`src/hdl/cic_pkg.sv`:
```
/*
 * Shared widths, register map and gain table for the CIC interpolator.
 * Imported by the RTL modules and the testbench.
 */
`default_nettype none

package cic_pkg;

	// Number of comb and integrator stages
	// The gain table below only holds for this order
	localparam int cic_order = 4;

	// Gain growth in bits at the largest rate of 128
	localparam int max_bit_gain = 21;

	// Default sample width at the top level
	localparam int sample_w = 16;

	// APB address and data widths
	localparam int apb_addr_w = 4;
	localparam int apb_data_w = 32;

	// Rate field, which stores the actual rate minus one
	typedef logic [7:0] rate_t;

	// Legal rate field range, which covers actual rates 4 to 128
	localparam rate_t rate_min = 8'd3;
	localparam rate_t rate_max = 8'd127;

	// Register byte addresses on the APB side
	typedef enum logic [3:0] {
		reg_ctrl = 4'h0,
		reg_rate = 4'h4
	} cic_reg_e;

	// Smallest shift that removes a gain of rate cubed without overflow,
	// i.e. the ceiling of log2 of rate cubed
	// Takes the actual rate, not the stored field
	function automatic logic [4:0] bit_gain(input logic [7:0] actual_rate);
		logic [4:0] shift;
		case (actual_rate) inside
			// Exact powers of two first, then the nearest safe shift
			[8'd0:8'd4]:    shift = 5'd6;
			8'd5:           shift = 5'd7;
			8'd6:           shift = 5'd8;
			[8'd7:8'd8]:    shift = 5'd9;
			[8'd9:8'd10]:   shift = 5'd10;
			[8'd11:8'd12]:  shift = 5'd11;
			[8'd13:8'd16]:  shift = 5'd12;
			[8'd17:8'd20]:  shift = 5'd13;
			[8'd21:8'd25]:  shift = 5'd14;
			[8'd26:8'd32]:  shift = 5'd15;
			[8'd33:8'd40]:  shift = 5'd16;
			[8'd41:8'd50]:  shift = 5'd17;
			[8'd51:8'd64]:  shift = 5'd18;
			[8'd65:8'd80]:  shift = 5'd19;
			[8'd81:8'd101]: shift = 5'd20;
			default:        shift = 5'd21;
		endcase
		return shift;
	endfunction

endpackage

`default_nettype wire

```
`src/hdl/cic_apb_regs.sv`:
```
/*
 * APB slave with the enable and rate registers of the interpolator.
 * Zero wait states; unmapped addresses answer with pslverr.
 */
`timescale 1ns/1ps
`default_nettype none

module cic_apb_regs
	import cic_pkg::*;
(
	input  logic                  clock,
	input  logic                  rst,
	input  logic                  psel,
	input  logic                  penable,
	input  logic                  pwrite,
	input  logic [apb_addr_w-1:0] paddr,
	input  logic [apb_data_w-1:0] pwdata,
	output logic [apb_data_w-1:0] prdata,
	output logic                  pready,
	output logic                  pslverr,
	output logic                  enable,
	output rate_t                 rate
);

	cic_reg_e reg_addr;
	logic     access;
	logic     addr_hit;
	logic     wr_en;
	rate_t    rate_wdata;

	// The address bus maps straight onto the register enum
	assign reg_addr = cic_reg_e'(paddr);

	// Access phase of a transfer, the only cycle that has an effect
	assign access = psel && penable;

	assign addr_hit = (reg_addr == reg_ctrl) || (reg_addr == reg_rate);

	// Writes to unmapped addresses are dropped here
	assign wr_en = access && pwrite && addr_hit;

	// Never any wait states
	assign pready = 1'b1;

	// Error is flagged only during the access phase
	assign pslverr = access && !addr_hit;

	// Keep the rate inside the range the shifter table was built for
	always_comb begin
		if (pwdata[7:0] < rate_min) begin
			rate_wdata = rate_min;
		end else if (pwdata[7:0] > rate_max) begin
			rate_wdata = rate_max;
		end else begin
			rate_wdata = pwdata[7:0];
		end
	end

	// Register updates land on the edge that closes the access phase
	always_ff @(posedge clock) begin
		if (rst) begin
			enable <= 1'b0;
			rate   <= rate_min;
		end else if (wr_en) begin
			case (reg_addr)
				reg_ctrl: enable <= pwdata[0];
				reg_rate: rate   <= rate_wdata;
				default: ;
			endcase
		end
	end

	// Read mux, valid as soon as the address is on the bus
	// Unused upper bits read as zero
	always_comb begin
		prdata = '0;
		case (reg_addr)
			reg_ctrl: prdata[0]   = enable;
			reg_rate: prdata[7:0] = rate;
			default: ;
		endcase
	end

endmodule

`default_nettype wire

```
`src/hdl/cic_comb_chain.sv`:
```
/*
 * Four comb stages running at the input sample rate.
 * Captures sample_in on strobe_in; the result is registered one cycle later.
 */
`timescale 1ns/1ps
`default_nettype none

module cic_comb_chain
	import cic_pkg::*;
#(
	parameter int bw = sample_w
) (
	input  logic                    clock,
	input  logic                    rst,
	input  logic                    enable,
	input  logic                    strobe_in,
	input  logic [bw-1:0]           sample_in,
	output logic [bw+cic_order-1:0] comb_out
);

	// Each comb can grow the value by one bit
	localparam int cw = bw + cic_order;

	// stage_val[0] is the extended sample, stage_val[k+1] the output of comb k
	logic [cw-1:0] stage_val [0:cic_order];

	// Previous input of every comb, i.e. its single delay element
	logic [cw-1:0] delay_q [0:cic_order-1];

	// Differencing is combinational across all stages
	// Only the delays and the output are registers
	always_comb begin
		stage_val[0] = {{cic_order{sample_in[bw-1]}}, sample_in};
		for (int k = 0; k < cic_order; k++) begin
			stage_val[k+1] = stage_val[k] - delay_q[k];
		end
	end

	// State advances once per input sample
	always_ff @(posedge clock) begin
		if (rst || !enable) begin
			for (int k = 0; k < cic_order; k++) begin
				delay_q[k] <= '0;
			end
			comb_out <= '0;
		end else if (strobe_in) begin
			for (int k = 0; k < cic_order; k++) begin
				delay_q[k] <= stage_val[k];
			end
			comb_out <= stage_val[cic_order];
		end
	end

endmodule

`default_nettype wire

```
`src/hdl/cic_int_shifter.sv`:
```
/*
 * Removes the rate-cubed gain of the interpolator by picking a bw-bit
 * window out of the wide integrator result. Purely combinational.
 */
`timescale 1ns/1ps
`default_nettype none

module cic_int_shifter
	import cic_pkg::*;
#(
	parameter int bw         = sample_w,
	parameter int maxbitgain = max_bit_gain
) (
	input  rate_t                    rate,
	input  logic [bw+maxbitgain-1:0] signal_in,
	output logic [bw-1:0]            signal_out
);

	// Actual rate, one more than the stored field
	logic [7:0] actual_rate;

	// Lowest bit of the output window
	logic [4:0] shift;

	// Field is clamped to 127 upstream, so this cannot overflow
	assign actual_rate = rate + 8'd1;

	assign shift = bit_gain(actual_rate);

	// Dropping the low bits of a two's complement value rounds toward
	// minus infinity
	// The table tops out at maxbitgain, so the window stays in range
	always_comb begin
		signal_out = signal_in[shift +: bw];
	end

endmodule

`default_nettype wire

```
`src/hdl/cic_integrator_chain.sv`:
```
/*
 * Zero-stuffing and four integrators at the output rate.
 * Modular wrap in the accumulators is harmless since the final result fits.
 */
`timescale 1ns/1ps
`default_nettype none

module cic_integrator_chain
	import cic_pkg::*;
#(
	parameter int bw         = sample_w,
	parameter int maxbitgain = max_bit_gain
) (
	input  logic                     clock,
	input  logic                     rst,
	input  logic                     enable,
	input  logic                     strobe_in,
	input  logic                     strobe_out,
	input  logic [bw+cic_order-1:0]  comb_out,
	output logic [bw+maxbitgain-1:0] integ_out,
	output logic                     out_valid
);

	localparam int cw = bw + cic_order;
	localparam int iw = bw + maxbitgain;

	// Marks the cycle in which a fresh comb result is available
	logic stuff_q;

	// Comb result for one cycle per input sample, zero in between
	logic [iw-1:0] stuffed;

	// One accumulator per integrator stage
	logic [iw-1:0] acc_q [0:cic_order-1];

	// Bit k goes high once the first sample has passed stage k
	logic [cic_order-1:0] fill_q;

	// Comb output registers one cycle after strobe_in
	always_ff @(posedge clock) begin
		if (rst || !enable) begin
			stuff_q <= 1'b0;
		end else begin
			stuff_q <= strobe_in;
		end
	end

	assign stuffed = stuff_q ? {{(iw - cw){comb_out[cw-1]}}, comb_out} : '0;

	// Every stage is a single register, so the chain has four cycles of latency
	always_ff @(posedge clock) begin
		if (rst || !enable) begin
			for (int k = 0; k < cic_order; k++) begin
				acc_q[k] <= '0;
			end
			fill_q <= '0;
		end else if (strobe_out) begin
			acc_q[0] <= acc_q[0] + stuffed;
			for (int k = 1; k < cic_order; k++) begin
				acc_q[k] <= acc_q[k] + acc_q[k-1];
			end
			fill_q <= {fill_q[cic_order-2:0], fill_q[0] | stuff_q};
		end
	end

	// Output is forced quiet as soon as enable drops
	assign integ_out = strobe_out ? acc_q[cic_order-1] : '0;
	assign out_valid = strobe_out && fill_q[cic_order-1];

endmodule

`default_nettype wire

```
`src/hdl/cic_interp.sv`:
```
/*
 * Top level of the order-4 CIC interpolator with its APB control block.
 * Samples are requested with sample_req and leave at the clock rate.
 */
`timescale 1ns/1ps
`default_nettype none

module cic_interp
	import cic_pkg::*;
#(
	parameter int bw         = sample_w,
	parameter int maxbitgain = max_bit_gain
) (
	input  logic                  pclk,
	input  logic                  rst,
	// APB slave
	input  logic                  psel,
	input  logic                  penable,
	input  logic                  pwrite,
	input  logic [apb_addr_w-1:0] paddr,
	input  logic [apb_data_w-1:0] pwdata,
	output logic [apb_data_w-1:0] prdata,
	output logic                  pready,
	output logic                  pslverr,
	// Low-rate sample input, presented in the cycle of sample_req
	input  logic [bw-1:0]         sample_in,
	output logic                  sample_req,
	// Full-rate sample output
	output logic [bw-1:0]         sample_out,
	output logic                  out_valid
);

	logic                     enable;
	rate_t                    rate;
	logic                     strobe_in;
	logic                     strobe_out;
	logic [bw+cic_order-1:0]  comb_out;
	logic [bw+maxbitgain-1:0] integ_out;

	cic_apb_regs u_regs (
		.clock   (pclk),
		.rst     (rst),
		.psel    (psel),
		.penable (penable),
		.pwrite  (pwrite),
		.paddr   (paddr),
		.pwdata  (pwdata),
		.prdata  (prdata),
		.pready  (pready),
		.pslverr (pslverr),
		.enable  (enable),
		.rate    (rate)
	);

	cic_strobe_gen u_strobe (
		.clock      (pclk),
		.rst        (rst),
		.enable     (enable),
		.rate       (rate),
		.strobe_in  (strobe_in),
		.strobe_out (strobe_out)
	);

	// The source is asked for a sample exactly when the combs take one
	assign sample_req = strobe_in;

	cic_comb_chain #(.bw(bw)) u_comb (
		.clock     (pclk),
		.rst       (rst),
		.enable    (enable),
		.strobe_in (strobe_in),
		.sample_in (sample_in),
		.comb_out  (comb_out)
	);

	cic_integrator_chain #(.bw(bw), .maxbitgain(maxbitgain)) u_integ (
		.clock      (pclk),
		.rst        (rst),
		.enable     (enable),
		.strobe_in  (strobe_in),
		.strobe_out (strobe_out),
		.comb_out   (comb_out),
		.integ_out  (integ_out),
		.out_valid  (out_valid)
	);

	cic_int_shifter #(.bw(bw), .maxbitgain(maxbitgain)) u_shift (
		.rate       (rate),
		.signal_in  (integ_out),
		.signal_out (sample_out)
	);

endmodule

`default_nettype wire

```
`src/hdl/cic_strobe_gen.sv`:
```
/*
 * Pacing for the interpolator: one input strobe every rate+1 cycles
 * and an output strobe on every enabled cycle.
 */
`timescale 1ns/1ps
`default_nettype none

module cic_strobe_gen
	import cic_pkg::*;
(
	input  logic  clock,
	input  logic  rst,
	input  logic  enable,
	input  rate_t rate,
	output logic  strobe_in,
	output logic  strobe_out
);

	// Cycles left until the next input request
	rate_t count;

	// Counter sits at zero while disabled, so the first enabled
	// cycle already issues an input strobe
	always_ff @(posedge clock) begin
		if (rst || !enable) begin
			count <= '0;
		end else if (count == '0) begin
			// Reloading with the field gives a period of rate+1
			count <= rate;
		end else begin
			count <= count - 8'd1;
		end
	end

	// Input request when the count runs out
	assign strobe_in = enable && (count == '0);

	// Output side runs at the full clock rate
	assign strobe_out = enable;

endmodule

`default_nettype wire

```
`config.mk`:
```
export PLATFORM = sky130hd
export DESIGN_NAME = cic_interp
export DESIGN_NICKNAME = d
export VERILOG_FILES = /design/src/hdl/cic_pkg.sv /design/src/hdl/cic_apb_regs.sv /design/src/hdl/cic_comb_chain.sv /design/src/hdl/cic_int_shifter.sv /design/src/hdl/cic_integrator_chain.sv /design/src/hdl/cic_interp.sv /design/src/hdl/cic_strobe_gen.sv
export SDC_FILE = /design/constraint.sdc
export NUM_CORES = 1
export LEC_CHECK = 0
export ABC_AREA = 1
export ABC_CLOCK_PERIOD_IN_PS = 12450
export BUFFER_PORTS_ARGS = -buffer_cell sky130_fd_sc_hd__buf_4
export CAP_MARGIN = 40
export CORE_MARGIN = 3
export CORE_UTILIZATION = 50
export CTS_CLUSTER_SIZE = 30
export DETAILED_ROUTE_END_ITERATION = 12
export HOLD_SLACK_MARGIN = 0.02
export PLACE_DENSITY = 0.79
export SYNTH_ARGS = -nofsm -noshare
export SYNTH_HDL_FRONTEND = slang
export SYNTH_SLANG_ARGS = --single-unit
```
`constraint.sdc`:
```
create_clock -name pclk -period 12.45 [get_ports pclk]
set_clock_uncertainty 0.15 [all_clocks]
set_input_delay 2.49 -clock pclk [delete_from_list [all_inputs] [get_ports pclk]]
set_output_delay 2.49 -clock pclk [all_outputs]
set_load 0.005 [all_outputs]
```
==> results.yml <==
pwr:
  pwr-share-seq_pct: 38.5
  p_int_mw: 1.78
  leakage_nw: 12.0
  pwr-share-clk_pct: 35.3
  swShare_pct: 31.3
  power_mw: 2.59
  peakVddDrop_uv: 107
  power.density_mw_per_mm2: 104
  switchingPower_uw: 810
  comb_power_share_pct: 26.3
timing:
  max_slew_margin_pct: 40.7
  worst_pin_slew_ns: 0.888
  max_freq_mhz: 117
  fin_crit_ns: 8.55
  timing_max_transition_violations_final: 0
  hold_viol: 0
  rsz0062_at_grt: "false"
  finalSetupViolations: 0
  post-route-period-util_pct: 68.7
  finalSetupTns_ns: 0
critical_path:
  cp_top_family: "compound AO/OA/AOI/OAI gates"
  critPathMaxStageDelay_ns: 0.38
  critPathKind: "input pin to register"
  slowest_stage: "ha_1"
  crit_path_start_kind: "input pin"
  r2r_cells: 42
  critPathBufInv: 7
  critical_path.max_fanout: 4
  end_kind: "register"
  worstSetupPathDepth: 44
  crit_arrival_ns: 8.87
  cp_common_cell: "a21oi_1"
  critPathRequiredTime_ns: 12.77
die:
  rows: 76
  die_w_microns: 217
  initial_core_util_pct: 51.1
  die_y_microns: 217
  die_area_sq_mm: 0.0471
  ioPinCount: 109
  coreArea_sq_mm: 0.0436
finish:
  final_common_cell: "nand2_1"
  layout.cells.non_filler: 3767
  syn2layout_area_growth_pct: 11.6
  fin_area_sq_mm: 0.0248
  nets: 3446
  layout_common_cells: "nand2_1 (529), inv_1 (416), a21oi_1 (382), nand3_1 (236), o21ai_0 (233)"
  diodes: 0
  drive_gt1_share_pct: 5.34
  nFillCells: 4094
clock_network:
  cts_hold_buf: 0
  cts_max_path_buffers: 3
  cts_root_buffer: "clkbuf_16"
  cts_buffers: 31
  post-cts-setup-buffer-count: 0
  cts_sinks: 266
  cts_tree: "built"
  cts_resized: 0
  clk_latency_ns: 0.59
  htree_levels: 1
  clkSlewWorstSetupHoldPaths_ns: 0.06
placed_design:
  port-buffer-count: 59
  place_inst: 3709
  dp_hpwl_microns: 38000
  post_dp_cell_area_sq_mm: 0.0238
  place_congestion: 0.935
logic_synthesis:
  netlist_area_sq_mm: 0.0223
  syn_avg_cell_area_sq_um: 7.50
  ys_seq_area_share_pct: 34.0
  syn_inst: 2966
  synth-edff-count: 224
  ys_ff_latch: 266
  synth_flop_cell: "edfxtp_1"
  synth.distinct_cells: 59
  synth_async_sr_flop_share_pct: 0
  yosysWarnings: 0
global_routing:
  track_usage_pct: 20.8
  grt_pass1_vias: 18800
  grt-ovfl-total: 0
  grt_first_pass_wirelength_microns: 84300
  antenna_found_initial: 0
  grt_max_degree: 90
routing:
  drtAntennaViolNets: 0
  drtIter0Drc: 1482
  drc: 0
  via_per_inst: 5.25
  wire_per_inst_microns: 13.2
  wl_microns: 49600
  vias: 19800
  drtPass1Iterations: 7
status:
  status: "finished clean"
job:
  drv_cap: 0
hold_path:
  hold_path_depth: 2
  min_path_type: "register to register"
[cells in the mapped netlist, types with 20 or more instances]
cell type,number,share of area [%]
a21oi_1,382,8.6
a31oi_1,26,0.73
buf_4,26,0.88
clkbuf_1,45,0.76
dfxtp_1,42,3.8
edfxtp_1,224,30
ha_1,224,13
inv_1,417,7.0
nand2_1,529,8.9
nand3_1,236,5.3
nor2_1,231,3.9
nor3_1,26,0.58
o21a_1,42,1.4
o21ai_0,233,5.2
o21bai_1,20,0.67
xor2_1,58,2.3
[sequential cells by signal, summed over array words and instances (netlist names)]
| signal | flops |
|---|---|
| u_integ.acc_q | 148 |
| u_comb.delay_q | 76 |
| u_comb.comb_out | 20 |
| u_regs.rate | 8 |
| u_strobe.count | 8 |
| u_integ.fill_q | 4 |
| u_integ.stuff_q | 1 |
| u_regs.enable | 1 |
[layer usage]
metal,vias up,GRT usage (%),part of all wire (%)
met3,93,1.93,3.5
met2,378,37.3,48
met1,8908,26.6,46
li1,10400,-,-
met4,0,6.31,2.6
met5,-,0,0
[kinds of logic after synthesis]
kind of cell / synth area share [%]
compound gates: 19.6
xor+xnor: 2.87
fa+ha+maj: 13.3
buf+inv: 9.35
flops: 34.0
other cells: 0.0338
simple gates: 20.8
[power groups by stage]
stage / clock network, mW / logic [mW] / registers (mW)
floorplan: 0 / 0.549 / 1.01
global placement: 0 / 0.657 / 1.01
detailed placement: 0 / 0.670 / 1.01
CTS: 0.930 / 0.679 / 0.994
global route: 0.962 / 0.787 / 0.996
finish: 0.912 / 0.679 / 0.994
[cell type report]
type,instances,area (sq um),share of cell area (%)
clock buffers,46,930,3.74
clock inverters,12,100,0.403
inverters,430,1620,6.51
multi-input cells,2354,13300,53.4
flip-flops and latches,266,7570,30.5
well taps,585,732,2.95
repair buffers,74,623,2.51
[final timing paths]
path              slack, ns             endpoint                  from
setup / recovery       3.90  u_comb.comb_out[19]          sample_in[0]
hold / removal         0.26    u_integ.fill_q[3]     u_integ.fill_q[2]
setup reg to reg       5.64  u_comb.comb_out[19]  u_comb.delay_q[0][0]
hold reg to reg        0.26    u_integ.fill_q[3]     u_integ.fill_q[2]
[worst min-delay path: cells and delay by family, from the launching register on]
family	cells	cell delay, ns
buffers and inverters	1	0.04
DFF	1	0.29
and+or+nand+nor	1	0.03
[through the flow]
stage / worst slack (ns) / hold WS [ns] / util (%)
after floorplan: 4.28 / 0.244 / -
after global placement: 3.46 / 0.249 / 54.4
after detailed placement: 3.33 / 0.251 / 54.6
after CTS: 3.88 / 0.262 / 57.0
after global routing: 2.98 / 0.286 / 57.0
final: 3.90 / 0.260 / 57.0
No activity file was read; power rests on OpenSTA's default activity.
